**src/design/memCtl_params.svh**
```systemverilog
`ifndef MEMCTL_PARAMS_SVH
`define MEMCTL_PARAMS_SVH

// byte address into the RAM
`define MEM_ADDR_WIDTH 17

// buffer entries per port, also the credits a port starts with
`define REQ_DEPTH 2

// bytes in one word
`define WORD_BYTES 4

`endif
```
**src/design/ramBusPkg.sv**
```systemverilog
`include "memCtl_params.svh"

package ramBusPkg;

    // one RAM location
    typedef logic [7:0] ramByte;

    // byte position within a word, lane 0 is the lowest address
    typedef logic [$clog2(`WORD_BYTES)-1:0] byteLane;

endpackage

```
**src/design/memReqPkg.sv**
```systemverilog
`include "memCtl_params.svh"

package memReqPkg;

    typedef enum logic [1:0] {
        opFetch,
        opLoad,
        opStore
    } memOp;

    typedef enum logic [1:0] {
        widthByte,
        widthHalf,
        widthWord
    } accessWidth;

    typedef logic [`MEM_ADDR_WIDTH-1:0] memAddr;

    // one request as it sits in a port buffer
    typedef struct packed {
        memOp                      op;
        memAddr                    addr;
        accessWidth                width;
        logic                      signedLoad;
        logic [`WORD_BYTES*8-1:0]  wdata;
    } memReq;

endpackage

```
**src/design/byteBeatIf.sv**
```systemverilog
`timescale 1ns/1ps

interface byteBeatIf;
    import memReqPkg::*;
    import ramBusPkg::*;

    logic       beat;
    ramByte     data;
    byteLane    lane;
    logic       last;
    memOp       op;
    accessWidth width;
    logic       signedLoad;

    // no ready, the sink takes every beat
    modport source (
        output beat,
        output data,
        output lane,
        output last,
        output op,
        output width,
        output signedLoad
    );

    modport sink (
        input beat,
        input data,
        input lane,
        input last,
        input op,
        input width,
        input signedLoad
    );

endinterface

```
**src/design/memReqIf.sv**
```systemverilog
`timescale 1ns/1ps

interface memReqIf;
    import memReqPkg::*;

    logic  valid;
    logic  ready;
    memReq req;

    // req stays put until the edge with valid and ready both high
    modport source (
        output valid,
        output req,
        input  ready
    );

    modport sink (
        input  valid,
        input  req,
        output ready
    );

endinterface

```
**src/design/memCtl.sv**
```systemverilog
`timescale 1ns/1ps
`include "memCtl_params.svh"

module memCtl (
    input  logic                     clk,
    input  logic                     rst,
    input  logic                     ramStall,

    input  logic                     fetchValid,
    input  memReqPkg::memAddr        fetchAddr,
    output logic                     fetchCredit,
    output logic                     fetchDone,
    output logic [`WORD_BYTES*8-1:0] fetchInst,

    input  logic                     dataValid,
    input  logic                     dataStore,
    input  logic                     dataSigned,
    input  memReqPkg::accessWidth    dataWidth,
    input  memReqPkg::memAddr        dataAddr,
    input  logic [`WORD_BYTES*8-1:0] dataWdata,
    output logic                     dataCredit,
    output logic                     dataDone,
    output logic [`WORD_BYTES*8-1:0] dataRdata,

    output memReqPkg::memAddr        ramAddr,
    output logic                     ramWrite,
    output ramBusPkg::ramByte        ramWdata,
    input  ramBusPkg::ramByte        ramRdata
);

    memReqIf   reqBus ();
    byteBeatIf beatBus ();

    memArbiter uArbiter (
        .clk         (clk),
        .rst         (rst),
        .fetchValid  (fetchValid),
        .fetchAddr   (fetchAddr),
        .dataValid   (dataValid),
        .dataStore   (dataStore),
        .dataSigned  (dataSigned),
        .dataWidth   (dataWidth),
        .dataAddr    (dataAddr),
        .dataWdata   (dataWdata),
        .fetchCredit (fetchCredit),
        .dataCredit  (dataCredit),
        .reqOut      (reqBus.source)
    );

    byteSequencer uSequencer (
        .clk      (clk),
        .rst      (rst),
        .ramStall (ramStall),
        .reqIn    (reqBus.sink),
        .beatOut  (beatBus.source),
        .ramAddr  (ramAddr),
        .ramWrite (ramWrite),
        .ramWdata (ramWdata),
        .ramRdata (ramRdata)
    );

    wordAssembler uAssembler (
        .clk       (clk),
        .rst       (rst),
        .beatIn    (beatBus.sink),
        .fetchDone (fetchDone),
        .fetchInst (fetchInst),
        .dataDone  (dataDone),
        .dataRdata (dataRdata)
    );

endmodule

```
**src/design/wordAssembler.sv**
```systemverilog
`timescale 1ns/1ps
`include "memCtl_params.svh"

module wordAssembler (
    input  logic                     clk,
    input  logic                     rst,
    byteBeatIf.sink                  beatIn,
    output logic                     fetchDone,
    output logic [`WORD_BYTES*8-1:0] fetchInst,
    output logic                     dataDone,
    output logic [`WORD_BYTES*8-1:0] dataRdata
);
    import memReqPkg::*;
    import ramBusPkg::*;

    localparam int wordBits = `WORD_BYTES * 8;

    logic [wordBits-1:0] staging;
    logic [wordBits-1:0] merged;
    logic [wordBits-1:0] extended;
    logic                signBit;
    byteLane             prevLane;
    logic                prevLast;
    logic                finish;

    // final byte lands in the same cycle as last
    always_comb begin
        merged = staging;
        merged[{beatIn.lane, 3'b000} +: 8] = beatIn.data;
    end

    always_comb begin
        case (beatIn.width)
            widthByte: begin
                signBit  = beatIn.signedLoad && merged[7];
                extended = {{(wordBits - 8){signBit}}, merged[7:0]};
            end
            widthHalf: begin
                signBit  = beatIn.signedLoad && merged[15];
                extended = {{(wordBits - 16){signBit}}, merged[15:0]};
            end
            default: begin
                signBit  = 1'b0;
                extended = merged;
            end
        endcase
    end

    assign finish = beatIn.beat && beatIn.last;

    always_ff @(posedge clk) begin
        if (beatIn.beat) begin
            staging  <= merged;
            prevLane <= beatIn.lane;
        end
        if (finish) begin
            fetchInst <= merged;
            dataRdata <= extended;
        end
    end

    always_ff @(posedge clk) begin
        if (rst) begin
            fetchDone <= 1'b0;
            dataDone  <= 1'b0;
            prevLast  <= 1'b1;
        end else begin
            fetchDone <= finish && (beatIn.op == opFetch);
            dataDone  <= finish && (beatIn.op == opLoad);
            if (beatIn.beat) begin
                prevLast <= beatIn.last;
            end
        end
    end

    // bytes of one access arrive in lane order with no gaps
    laneOrder: assert property (@(posedge clk) disable iff (rst)
        beatIn.beat |-> (prevLast ? (beatIn.lane == '0)
                                  : (beatIn.lane == byteLane'(prevLane + 1'b1))));

endmodule

```
**src/design/byteSequencer.sv**
```systemverilog
`timescale 1ns/1ps
`include "memCtl_params.svh"

module byteSequencer (
    input  logic              clk,
    input  logic              rst,
    input  logic              ramStall,
    memReqIf.sink             reqIn,
    byteBeatIf.source         beatOut,
    output memReqPkg::memAddr ramAddr,
    output logic              ramWrite,
    output ramBusPkg::ramByte ramWdata,
    input  ramBusPkg::ramByte ramRdata
);
    import memReqPkg::*;
    import ramBusPkg::*;

    memReq   cur;
    logic    busy;
    byteLane laneCnt;
    byteLane finalLane;
    logic    issue;
    logic    lastByte;
    logic    take;

    // read in flight, lines up with the RAM byte one cycle later
    logic       pendBeat;
    byteLane    pendLane;
    logic       pendLast;
    memOp       pendOp;
    accessWidth pendWidth;
    logic       pendSigned;

    always_comb begin
        case (cur.width)
            widthByte: finalLane = byteLane'(0);
            widthHalf: finalLane = byteLane'(1);
            default:   finalLane = byteLane'(`WORD_BYTES - 1);
        endcase
    end

    assign issue    = busy && !ramStall;
    assign lastByte = (laneCnt == finalLane);

    // next request is taken during the final byte so the bytes run back to back
    assign reqIn.ready = !busy || (issue && lastByte);
    assign take        = reqIn.valid && reqIn.ready;

    assign ramAddr  = cur.addr + memAddr'(laneCnt);
    assign ramWrite = issue && (cur.op == opStore);
    assign ramWdata = cur.wdata[{laneCnt, 3'b000} +: 8];

    always_ff @(posedge clk) begin
        if (rst) begin
            busy     <= 1'b0;
            laneCnt  <= '0;
            pendBeat <= 1'b0;
        end else begin
            pendBeat <= issue && (cur.op != opStore);
            if (issue) begin
                if (lastByte) begin
                    busy <= 1'b0;
                end else begin
                    laneCnt <= laneCnt + 1'b1;
                end
            end
            if (take) begin
                busy    <= 1'b1;
                laneCnt <= '0;
            end
        end
    end

    always_ff @(posedge clk) begin
        if (take) begin
            cur <= reqIn.req;
        end
        if (issue) begin
            pendLane   <= laneCnt;
            pendLast   <= lastByte;
            pendOp     <= cur.op;
            pendWidth  <= cur.width;
            pendSigned <= cur.signedLoad;
        end
    end

    assign beatOut.beat       = pendBeat;
    assign beatOut.data       = ramRdata;
    assign beatOut.lane       = pendLane;
    assign beatOut.last       = pendLast;
    assign beatOut.op         = pendOp;
    assign beatOut.width      = pendWidth;
    assign beatOut.signedLoad = pendSigned;

    // an offer that was not taken stays on the bus unchanged
    reqHeld: assert property (@(posedge clk) disable iff (rst)
        reqIn.valid && !reqIn.ready |=> reqIn.valid && $stable(reqIn.req));

endmodule

```
**src/design/memArbiter.sv**
```systemverilog
`timescale 1ns/1ps
`include "memCtl_params.svh"

module memArbiter (
    input  logic                     clk,
    input  logic                     rst,
    input  logic                     fetchValid,
    input  memReqPkg::memAddr        fetchAddr,
    input  logic                     dataValid,
    input  logic                     dataStore,
    input  logic                     dataSigned,
    input  memReqPkg::accessWidth    dataWidth,
    input  memReqPkg::memAddr        dataAddr,
    input  logic [`WORD_BYTES*8-1:0] dataWdata,
    output logic                     fetchCredit,
    output logic                     dataCredit,
    memReqIf.source                  reqOut
);
    import memReqPkg::*;

    localparam int depth    = `REQ_DEPTH;
    localparam int ptrWidth = (depth > 1) ? $clog2(depth) : 1;
    localparam int cntWidth = $clog2(depth + 1);

    // index 0 is the fetch port, index 1 the data port
    logic [1:0] push;
    logic [1:0] pop;
    logic [1:0] notEmpty;
    memReq      inReq [2];
    memReq      head [2];
    logic       selData;
    logic       holdFetch;

    function automatic logic [ptrWidth-1:0] bumpPtr(input logic [ptrWidth-1:0] ptr);
        return (ptr == ptrWidth'(depth - 1)) ? '0 : ptr + 1'b1;
    endfunction

    assign push = {dataValid, fetchValid};

    always_comb begin
        inReq[0].op         = opFetch;
        inReq[0].addr       = fetchAddr;
        inReq[0].width      = widthWord;
        inReq[0].signedLoad = 1'b0;
        inReq[0].wdata      = '0;
        inReq[1].op         = dataStore ? opStore : opLoad;
        inReq[1].addr       = dataAddr;
        inReq[1].width      = dataWidth;
        inReq[1].signedLoad = dataSigned;
        inReq[1].wdata      = dataWdata;
    end

    for (genvar port = 0; port < 2; port++) begin : gPort
        memReq               mem [depth];
        logic [ptrWidth-1:0] wrPtr;
        logic [ptrWidth-1:0] rdPtr;
        logic [cntWidth-1:0] count;

        always_ff @(posedge clk) begin
            if (push[port]) begin
                mem[wrPtr] <= inReq[port];
            end
        end

        always_ff @(posedge clk) begin
            if (rst) begin
                wrPtr <= '0;
                rdPtr <= '0;
                count <= '0;
            end else begin
                if (push[port]) begin
                    wrPtr <= bumpPtr(wrPtr);
                end
                if (pop[port]) begin
                    rdPtr <= bumpPtr(rdPtr);
                end
                if (push[port] && !pop[port]) begin
                    count <= count + 1'b1;
                end else if (!push[port] && pop[port]) begin
                    count <= count - 1'b1;
                end
            end
        end

        assign notEmpty[port] = (count != '0);
        assign head[port]     = mem[rdPtr];

        // credit comes back a cycle after the pop, so a full buffer never sees a push
        noOverrun: assert property (@(posedge clk) disable iff (rst)
            push[port] |-> count != cntWidth'(depth));
    end

    // data wins unless a fetch is already on offer
    assign selData      = notEmpty[1] && !holdFetch;
    assign reqOut.valid = |notEmpty;
    assign reqOut.req   = selData ? head[1] : head[0];
    assign pop[1]       = reqOut.valid && reqOut.ready && selData;
    assign pop[0]       = reqOut.valid && reqOut.ready && !selData;

    always_ff @(posedge clk) begin
        if (rst) begin
            fetchCredit <= 1'b0;
            dataCredit  <= 1'b0;
            holdFetch   <= 1'b0;
        end else begin
            fetchCredit <= pop[0];
            dataCredit  <= pop[1];
            holdFetch   <= reqOut.valid && !reqOut.ready && !selData;
        end
    end

endmodule

```
**config.mk**
```make
export PLATFORM = sky130hd
export DESIGN_NAME = memCtl
export DESIGN_NICKNAME = d
export VERILOG_FILES = /design/src/design/ramBusPkg.sv /design/src/design/memReqPkg.sv /design/src/design/byteBeatIf.sv /design/src/design/memReqIf.sv /design/src/design/memCtl.sv /design/src/design/wordAssembler.sv /design/src/design/byteSequencer.sv /design/src/design/memArbiter.sv
export VERILOG_INCLUDE_DIRS = /design/src /design/src/design
export SDC_FILE = /design/constraint.sdc
export NUM_CORES = 1
export LEC_CHECK = 0
export ABC_AREA = 1
export BUFFER_PORTS_ARGS = -buffer_cell sky130_fd_sc_hd__buf_2
export CORE_MARGIN = 1
export CORE_UTILIZATION = 60
export CTS_CLUSTER_SIZE = 28
export DETAILED_ROUTE_END_ITERATION = 16
export GPL_ROUTABILITY_DRIVEN = 0
export PLACE_DENSITY = 0.86
export SKIP_LAST_GASP = 1
export SLEW_MARGIN = 20
export SYNTH_ARGS = -nofsm -noshare
export SYNTH_HDL_FRONTEND = slang
export SYNTH_SLANG_ARGS = --single-unit
```
**constraint.sdc**
```tcl
create_clock -name clk -period 10.85 [get_ports clk]
set_input_delay 2.17 -clock clk [delete_from_list [all_inputs] [get_ports clk]]
set_output_delay 2.17 -clock clk [all_outputs]
set_load 0.01 [all_outputs]
```
# --- After elaboration in Yosys (flattened, before gate mapping) ---
# Memory sizes are Yosys's and may differ from the RTL's. A register that Yosys moved wholly into a read port is not among the register bits.
# Index checks and enable logic that the tools add are counted.
totals:
  word_cells: 116
  regBits: 175
  ram_bits: 142
  memories: 2
mem_list:
  columns: ["memory", "depth", "width", "read_ports", "rd_clocked_by_memory_dff", "wr", "line", "source"]
  rows:
  - ["uArbiter.gPort[1].mem", 2, 54, 1, 1, 1, "memArbiter.sv:54", "memReq mem [depth];"]
  - ["uArbiter.gPort[0].mem", 2, 17, 1, 1, 1, "memArbiter.sv:54", null]
op_classes:
  n_eq_ne: 6
  n_addsub: 11
  bitwise_logic: 1
  mux: 24
  n_shift: 3
  reduce_logical: 42
op_table:
  columns: ["op", "count"]
  rows:
  - ["$pmux W32 S2", 1]
  - ["$mux W54", 1]
  - ["$bwmux W32", 1]
  - ["$shift A8 B7 Y32 const A", 1]
  - ["$shiftx A32 B6 Y8", 1]
  - ["$shiftx A8 B7 Y32", 1]
  - ["$logic_and A1 B1 Y1", 19]
  - ["$add A17 B2 Y17", 1]
  - ["$mux W1", 15]
  - ["$reduce_bool A2 Y1", 6]
  - ["$mux W2", 5]
  - ["$logic_not A1 Y1", 9]
  - ["$neg A5 Y7", 1]
  - ["$add A2 B1 Y2 const B", 3]
  - ["$eq A2 B1 Y1 const B", 3]
  - ["$logic_not A2 Y1", 3]
  - ["$add A1 B1 Y1 const B", 4]
  - ["$pmux W2 S2", 1]
  - ["$reduce_and A2 Y1", 2]
  - ["$reduce_or A2 Y1", 2]
  - ["$sub A2 B1 Y2 const B", 2]
  - ["$eq A2 B2 Y1", 1]
  - ["$eq A2 B2 Y1 const B", 1]
  - ["$ne A2 B2 Y1 const B", 1]
  - ["other kinds (2)", 2]

# --- Depth between registers and ports, before layout ---
# Gate-level depths: netlist of the first run.
depth:
  word_depth: 10
  depth_mapped: 12

# --- Modules after synthesis ---
# From an unflattened synthesis of the first run, not the netlist that was laid out.
unflattened:
  cells_unflattened: 919
  area_unflattened_um2: 12821.0
modules_own_cells:
  columns: ["module", "seq_area_each_um2", "cells_each", "area_each_um2", "instances"]
  rows:
  - ["memArbiter", 4524.3, 429, 6439.9, 1]
  - ["wordAssembler", 2682.6, 276, 3617.2, 1]
  - ["byteSequencer", 1941.9, 214, 2763.9, 1]

# --- Worst setup path before layout of the first run ---
# No wires, ideal clock.
synth_path:
  path_kind: "in2reg"
  startpoint: "in dataValid"
  endpoint: "mem uArbiter.gPort[1].mem[0][0] (netlist bit) (enable)"
  path_stages: 2
  slack_ns: 5.906
  arrival_ns: 4.477
  cell_sequence: "inv_1 > nor2_1"
synth_between:
  elab_chain_cells: 2
synth_lines:
  columns: ["element", "line", "source"]
  rows:
  - ["from (decl)", "memCtl.sv:15", "input logic dataValid,"]
  - ["$mux W1", "memArbiter.sv:60", "if (push[port]) begin"]
  - ["$mux W1 (implied by the code)", "memArbiter.sv:61", "mem[wrPtr] <= inReq[port];"]
  - ["to (decl)", "memArbiter.sv:54", null]
# No other way between the ends.

# --- Final worst setup path of the first run ---
layout_path:
  startpoint: "reg uSequencer.laneCnt[0]"
  endpoint: "out ramAddr[14]"
layout_between:
  elab_chain_cells: 1
layout_lines:
  columns: ["element", "line", "source"]
  rows:
  - ["from (decl)", "byteSequencer.sv:20", "byteLane laneCnt;"]
  - ["from (signal assigned)", "byteSequencer.sv:64", "laneCnt <= laneCnt + 1'b1;"]
  - ["$add A17 B2 Y17", "byteSequencer.sv:49", "assign ramAddr = cur.addr + memAddr'(laneCnt);"]
  - ["to (decl)", "memCtl.sv:25", "output memReqPkg::memAddr ramAddr,"]
# No other way between the ends.

==> results of run 1 <==
-- critical path: stages (launching register included) --
cell and delay, ns:
dfxtp_1 0.83, ha_1 0.29, inv_1 0.06, fa_1 0.43
nor4_2 0.47, nand3_1 0.16, xnor2_1 0.18, buf_2 0.16
-- metal layers --
layer	wire (µm)	part of all wire
met4	687	0.029
met3	1740	0.073
met2	12100	0.51
met1	9350	0.39
met5	0	0
-- registers in the layout, indices dropped and copies added (netlist names), 2 cells and up, named ones only --
register and count:
uAssembler.staging 32, uSequencer.laneCnt 2, uArbiter.gPort.wrPtr 2, uSequencer.beatOut.width 2, uArbiter.gPort.mem 142, uAssembler.dataRdata 32
uSequencer.beatOut.op 2, uArbiter.gPort.count 4, uAssembler.fetchInst 24, uSequencer.beatOut.lane 2, uArbiter.gPort.rdPtr 2, uSequencer.cur 54
-- logic make-up (layout without fill, tap and decap cells) --
kind of cell / after synthesis / in the layout / share of synthesized area
fa+ha+maj: 10 / 10 / 0.0107
simple gates: 334 / 334 / 0.116
compound gates: 110 / 110 / 0.0530
flops: 311 / 311 / 0.739
xor+xnor: 18 / 18 / 0.0133
buf+inv: 153 / 340 / 0.0541
mux: 17 / 17 / 0.0138
-- worst min-delay path by stage --
stage | end | cells past startpoint
finish | uSequencer.beatOut.signedLoad$_DFFE_PP_ | 0
CTS | uSequencer.beatOut.signedLoad$_DFFE_PP_ | 0
global route | uSequencer.beatOut.signedLoad$_DFFE_PP_ | 0
global placement | uSequencer.beatOut.signedLoad$_DFFE_PP_ | 0
detailed placement | uSequencer.beatOut.signedLoad$_DFFE_PP_ | 0
floorplan | uSequencer.beatOut.signedLoad$_DFFE_PP_ | 0
-- placed cells by master, fill, tap and decap left out, types with 18 or more instances in the layout --
cell       instances
buf_2            176
clkbuf_16         29
dfxtp_1           18
edfxtp_1         292
inv_1            103
nand2_1          219
nand3_1           34
nor2_1            39
o21ai_0           54
o22ai_1           24
-- power by group through the flow --
stage	combinational (µW)	clock (µW)	sequential, µW
3_5_place_dp	800	0	1730
4_1_cts	810	918	1710
2_1_floorplan	569	0	1690
3_3_place_gp	766	0	1720
6_report	807	908	1710
5_1_grt	894	962	1730
-- layout make-up --
class                           count  area share
Sequential cell                   311       0.643
Timing Repair Buffer              182      0.0651
Multi-Input combinational cell    489       0.180
Clock inverter                     12     0.00554
Inverter                          109      0.0293
Tap cell                          270      0.0237
Clock buffer                       37      0.0531
-- per-stage QoR --
stage	worst slack [ns]	hold slack [ns]	power [µW]	utilization	area, µm²
floorplan	5.91	0.400	2250	-	12400
global placement	5.83	0.402	2490	0.662	13400
detailed placement	5.87	0.405	2530	0.662	13400
CTS	5.56	0.421	3430	0.703	14200
global route	5.30	0.446	3580	0.703	14200
finish	5.56	0.424	3420	0.703	14200
==> results.json, run 1 <==
{
  "layout-drive-gt1-share": 0.221,
  "multi_input_area_mm2": 0.00257,
  "insertedDiodeCount": 0,
  "fin_cells": 1410,
  "rr_endpoint": "uSequencer.cur[51]$_DFFE_PP_",
  "dr.pass1.iters": 5,
  "cts.clk_slew.worst_paths_ns": 0.07,
  "yosys.area.top_type_share": 0.709,
  "cts_resized": 0,
  "grt_busiest_layer": "met2",
  "startpoint": "uSequencer.laneCnt[0]$_SDFFE_PP0P_",
  "place_inst": 1361,
  "status": "complete, no violations",
  "p_per_area_mw_per_mm2": 240,
  "r2r-start": "uSequencer.laneCnt[0]$_SDFFE_PP0P_",
  "yosys-top-cells-count": "edfxtp_1, nand2_1, inv_1",
  "dp.final_hpwl_um": 15900,
  "yosysTopAreaCell": "edfxtp_1",
  "switchingPower_uw": 1060,
  "use_met2": 0.401,
  "grt_overflow": 0,
  "io_pins": 177,
  "critPathMaxFanout": 21,
  "endpoint": "ramAddr[14]",
  "skew_ns": 0.0170,
  "synthFlopType": "edfxtp_1",
  "vdd_drop_max_mv": 0.175,
  "postSynthNetCount": 1046,
  "leakage_uw": 0.00588,
  "detail-route-antenna-nets": 0,
  "avgSynthCellArea_um2": 13.0,
  "holdCritStartpoint": "uSequencer.cur[32]$_SDFFCE_PP0P_",
  "wl_per_cell_um": 17.0,
  "hold_class": "flip-flop to flip-flop",
  "fmax_ghz": 0.189,
  "seq_area_frac_synth": 0.739,
  "worst_setup_path_start_kind": "flip-flop",
  "drc": 0,
  "internal_power_uw": 2360,
  "avgViaCountPerCell": 5.40,
  "slew_violations": 0,
  "yosys_warnings": 0,
  "arrival_ns": 3.12,
  "finalHoldViolCount": 0,
  "yosys-top-cells-area": "edfxtp_1, nand2_1, inv_1",
  "clock_latency_ns": 0.54,
  "num_vias": 7615,
  "reg2reg_slack_ns": 7.95,
  "htree_levels": 1,
  "placementRows": 52,
  "cap_violations": 0,
  "worst_pin_slew_ns": 1.04,
  "drt-total-wl_um": 23900,
  "seq_power_share": 0.499,
  "async_flop_share": 0,
  "ctsHoldBuffers": 0,
  "path_class": "flip-flop to output port",
  "register_area_mm2": 0.00915,
  "nFillCells": 1346,
  "synthCells": 953,
  "cts.path.max_buffers": 3,
  "setup_violations": 0,
  "portBuffers": 176,
  "antenna_found_initial": 0,
  "grt_pass1_wl_um": 38000,
  "clock-sinks": 311,
  "first_iter_violations": 513,
  "synth_cell_type_count": 39,
  "grt_pass1_vias": 7471,
  "critPathRequiredTime_ns": 8.68,
  "areaGrowthSynthToFinish_pct": 15.0,
  "grtUsageTotal": 0.230,
  "die_h_um": 146,
  "tritoncts": "built",
  "postCtsSetupBuffers": 0,
  "min_period_over_period": 0.488,
  "met3_usage": 0.0351,
  "p_sw_frac": 0.310,
  "cts-root-buf": "clkbuf_16",
  "start_util": 0.611,
  "fin_crit_ns": 5.29,
  "pwr-share-clk": 0.265,
  "rsz0062_at_grt": "false",
  "ys_ff_latch": 311,
  "cts_made_buffers": 29,
  "worstSetupEndpointType": "output port",
  "worst-r2r-cell-count": 7,
  "core-area_mm2": 0.0202,
  "synth_edf_count": 292,
  "layout.nets": 1215,
  "grt_max_degree": 77,
  "dieArea_mm2": 0.0212,
  "relSlewSlack": 0.307,
  "yosysMostFrequentCell": "edfxtp_1",
  "die_w_um": 146,
  "tns_ns": 0,
  "syn_area_mm2": 0.0124,
  "power_frac_comb": 0.236,
  "use_met1": 0.297
}
Note: power is estimated with default switching activity, not from simulation.
==> run 2: changes to the inputs <==
ABC_AREA = 0   (was 1)
CORE_UTILIZATION = 51   (was 60)
PLACE_DENSITY = 0.78   (was 0.86)
clock period = 4.3 ns   (was 10.85 ns; I/O delays follow)
==> run 2 against run 1 <==
Effect of this change:
- area after synthesis is 2.3% lower
- cell area is 0.94% higher
- global-route usage is 5.1 points lower
- core utilization is 7.6 points lower
- hold slack better by 0.0014 ns
- register-to-register slack worse by 6.4 ns
- setup slack worse by 4.7 ns
- via count is 12% lower
- synthesized cell count is 21% lower
- combinational power is 130% higher
- sequential power grew to 2.6 times the previous value
- highest routed layer is now met5
==> results.json, run 2 <==
{
  "largest_reg_flops": 142,
  "pwr-share-clk": 0.306,
  "postCtsSetupBuffers": 0,
  "r2r-start": "uSequencer.beatOut.lane[0]$_DFFE_PP_",
  "min_period_over_period": 0.810,
  "avgViaCountPerCell": 5.25,
  "yosys.area.top_type_share": 0.725,
  "slowest_stage": "fa_1",
  "cts.clk_slew.worst_paths_ns": 0.06,
  "vdd_drop_max_mv": 0.372,
  "slowest_delay_ns": 0.41,
  "seq_area_frac_synth": 0.757,
  "io_pins": 177,
  "antenna_found_initial": 5,
  "dp.final_hpwl_um": 14600,
  "reg2reg_slack_ns": 1.58,
  "synthFlopType": "edfxtp_1",
  "finalHoldViolCount": 0,
  "largestRegisters": "uArbiter.gPort.mem: 142 flops, uSequencer.cur: 54 flops",
  "hold_class": "flip-flop to flip-flop",
  "tritoncts": "built",
  "fmax_ghz": 0.287,
  "wl_per_cell_um": 17.3,
  "switchingPower_uw": 2550,
  "critPathRequiredTime_ns": 3.44,
  "leakage_uw": 0.00532,
  "die_h_um": 156,
  "clock_latency_ns": 0.56,
  "ys_ff_latch": 311,
  "seq_power_share": 0.490,
  "yosysTopAreaCell": "edfxtp_1",
  "place_inst": 1218,
  "num_vias": 6708,
  "mostFrequentLayoutCells": "edfxtp_1, buf_2, inv_1",
  "drc": 0,
  "grt_pass1_vias": 6639,
  "drt-total-wl_um": 22100,
  "nFillCells": 1662,
  "p_sw_frac": 0.281,
  "dp_slack_ns": 1.41,
  "internal_power_uw": 6500,
  "dr.pass1.iters": 5,
  "yosys_warnings": 0,
  "status": "complete, no violations",
  "cap_violations": 0,
  "dieArea_mm2": 0.0243,
  "worst_pin_slew_ns": 1.07,
  "yosysMostFrequentCell": "edfxtp_1",
  "cts.path.max_buffers": 3,
  "grtUsageTotal": 0.180,
  "placementRows": 55,
  "syn_area_mm2": 0.0121,
  "critPathMaxFanout": 4,
  "worst-r2r-cell-count": 6,
  "path_class": "flip-flop to output port",
  "fin_util": 0.627,
  "synth_cell_type_count": 49,
  "htree_levels": 1,
  "cts-root-buf": "clkbuf_16",
  "layout-drive-gt1-share": 0.266,
  "async_flop_share": 0,
  "detail-route-antenna-nets": 0,
  "start_util": 0.528,
  "relSlewSlack": 0.283,
  "skew_ns": 0.0175,
  "p_per_area_mw_per_mm2": 630,
  "cts_made_buffers": 31,
  "regMostFlops": "uArbiter.gPort.mem",
  "areaGrowthSynthToFinish_pct": 18.8,
  "synth_edf_count": 292,
  "tns_ns": 0,
  "first_iter_violations": 283,
  "setup_violations": 0,
  "cp.depth": 8,
  "worst_setup_path_start_kind": "flip-flop",
  "arrival_ns": 2.62,
  "grt_max_degree": 73,
  "worst_slack_ns": 0.816,
  "timing.critical_path.buf_inv": 2,
  "slew_violations": 0,
  "path_cells": "ha_1 -> inv_1 -> fa_1 -> nor2b_1 -> and4_1 -> nand3_1 -> xnor2_1 -> buf_2",
  "fin_crit_ns": 3.48,
  "die_w_um": 156,
  "ctsHoldBuffers": 0,
  "rr_endpoint": "uAssembler.dataRdata[24]$_DFFE_PP_",
  "fin_cells": 1278,
  "core-area_mm2": 0.0229,
  "worstSetupEndpointType": "output port",
  "clock-sinks": 311,
  "layout.nets": 1031,
  "avgSynthCellArea_um2": 16.0,
  "cp_top_family": "simple AND/OR/NAND/NOR gates",
  "min_path_cells": 0,
  "grt_pass1_wl_um": 33500,
  "synthCells": 756,
  "portBuffers": 176,
  "layout_commonest_cell": "edfxtp_1",
  "rsz0062_at_grt": "false",
  "startpoint": "uSequencer.cur[35]$_DFFE_PP_",
  "yosys-top-cells-count": "edfxtp_1, inv_1, mux2i_1",
  "yosys-top-cells-area": "edfxtp_1, mux2i_1, dfxtp_1",
  "postSynthNetCount": 849,
  "cts_resized": 0,
  "power_frac_comb": 0.204,
  "grt_overflow": 0,
  "endpoint": "ramAddr[16]"
}
run 2: cell types whose count changed in the layout (fill, tap and decap cells not counted), moves of 20 or more:
cell,previous run,this run
nand2_1,219,36
o21ai_0,54,4
inv_1,103,58
mux2i_1,17,53
nand3_1,34,6
nor2b_1,0,25
o22ai_1,24,0
o21ai_1,0,22
a21oi_1,6,26
run 2: worst min-delay path by stage:
| stage | start | endpoint | slack, ns |
|---|---|---|---|
| global placement | uSequencer.cur[32]$_SDFFCE_PP0P_ | uSequencer.beatOut.signedLoad$_DFFE_PP_ | 0.40 |
| detailed placement | uSequencer.cur[32]$_SDFFCE_PP0P_ | uSequencer.beatOut.signedLoad$_DFFE_PP_ | 0.41 |
| global route | uSequencer.cur[32]$_SDFFCE_PP0P_ | uSequencer.beatOut.signedLoad$_DFFE_PP_ | 0.44 |
| finish | uSequencer.cur[32]$_SDFFCE_PP0P_ | uSequencer.beatOut.signedLoad$_DFFE_PP_ | 0.43 |
| floorplan | uSequencer.cur[32]$_SDFFCE_PP0P_ | uSequencer.beatOut.signedLoad$_DFFE_PP_ | 0.40 |
| CTS | uSequencer.cur[32]$_SDFFCE_PP0P_ | uSequencer.beatOut.signedLoad$_DFFE_PP_ | 0.42 |
run 2: layout make-up:
| type | instances | area (µm²) | area share |
|---|---|---|---|
| inverter | 59 | 223 | 0.0155 |
| clock buffer | 42 | 891 | 0.0620 |
| clock inverter | 15 | 180 | 0.0125 |
| tap | 313 | 392 | 0.0273 |
| multi-input combinational | 348 | 2560 | 0.178 |
| antenna | 3 | 7.51 | 0.000523 |
| timing repair buffer | 187 | 963 | 0.0671 |
| sequential | 311 | 9150 | 0.637 |
run 2: per-layer routing:
layer / GRT usage / share of wire / routed length [µm] / vias up
met4: 0.0691 / 0.033 / 722 / 6
met2: 0.321 / 0.51 / 11300 / 242
met3: 0.0425 / 0.069 / 1530 / 52
met1: 0.209 / 0.39 / 8510 / 3227
li1: - / - / - / 3181
met5: 0 / 0.0018 / 39 / -
run 2: power groups by stage:
stage	combinational (µW)	sequential (µW)	clock, µW
after floorplan	1390	4300	0
after global placement	1820	4470	0
after detailed placement	1860	4490	0
after CTS	1880	4440	2830
after global routing	2030	4490	2930
final	1850	4430	2770
run 2: per-stage QoR:
| stage | instance area, µm² | hold slack (ns) | total power, µW |
|---|---|---|---|
| floorplan | 12100 | 0.400 | 5680 |
| global placement | 13300 | 0.403 | 6280 |
| detailed placement | 13300 | 0.406 | 6360 |
| CTS | 14400 | 0.420 | 9140 |
| global route | 14400 | 0.435 | 9450 |
| finish | 14400 | 0.426 | 9050 |
run 2: kinds of logic after synthesis:
kind of cell | Yosys count | share of synthesized area
buffers and inverters | 97 | 0.0337
XOR/XNOR | 21 | 0.0152
AND/OR/NAND/NOR | 157 | 0.0686
adder cells (fa/ha/maj) | 10 | 0.0110
flip-flops | 311 | 0.757
AO/OA/AOI/OAI | 99 | 0.0559
multiplexers | 61 | 0.0588
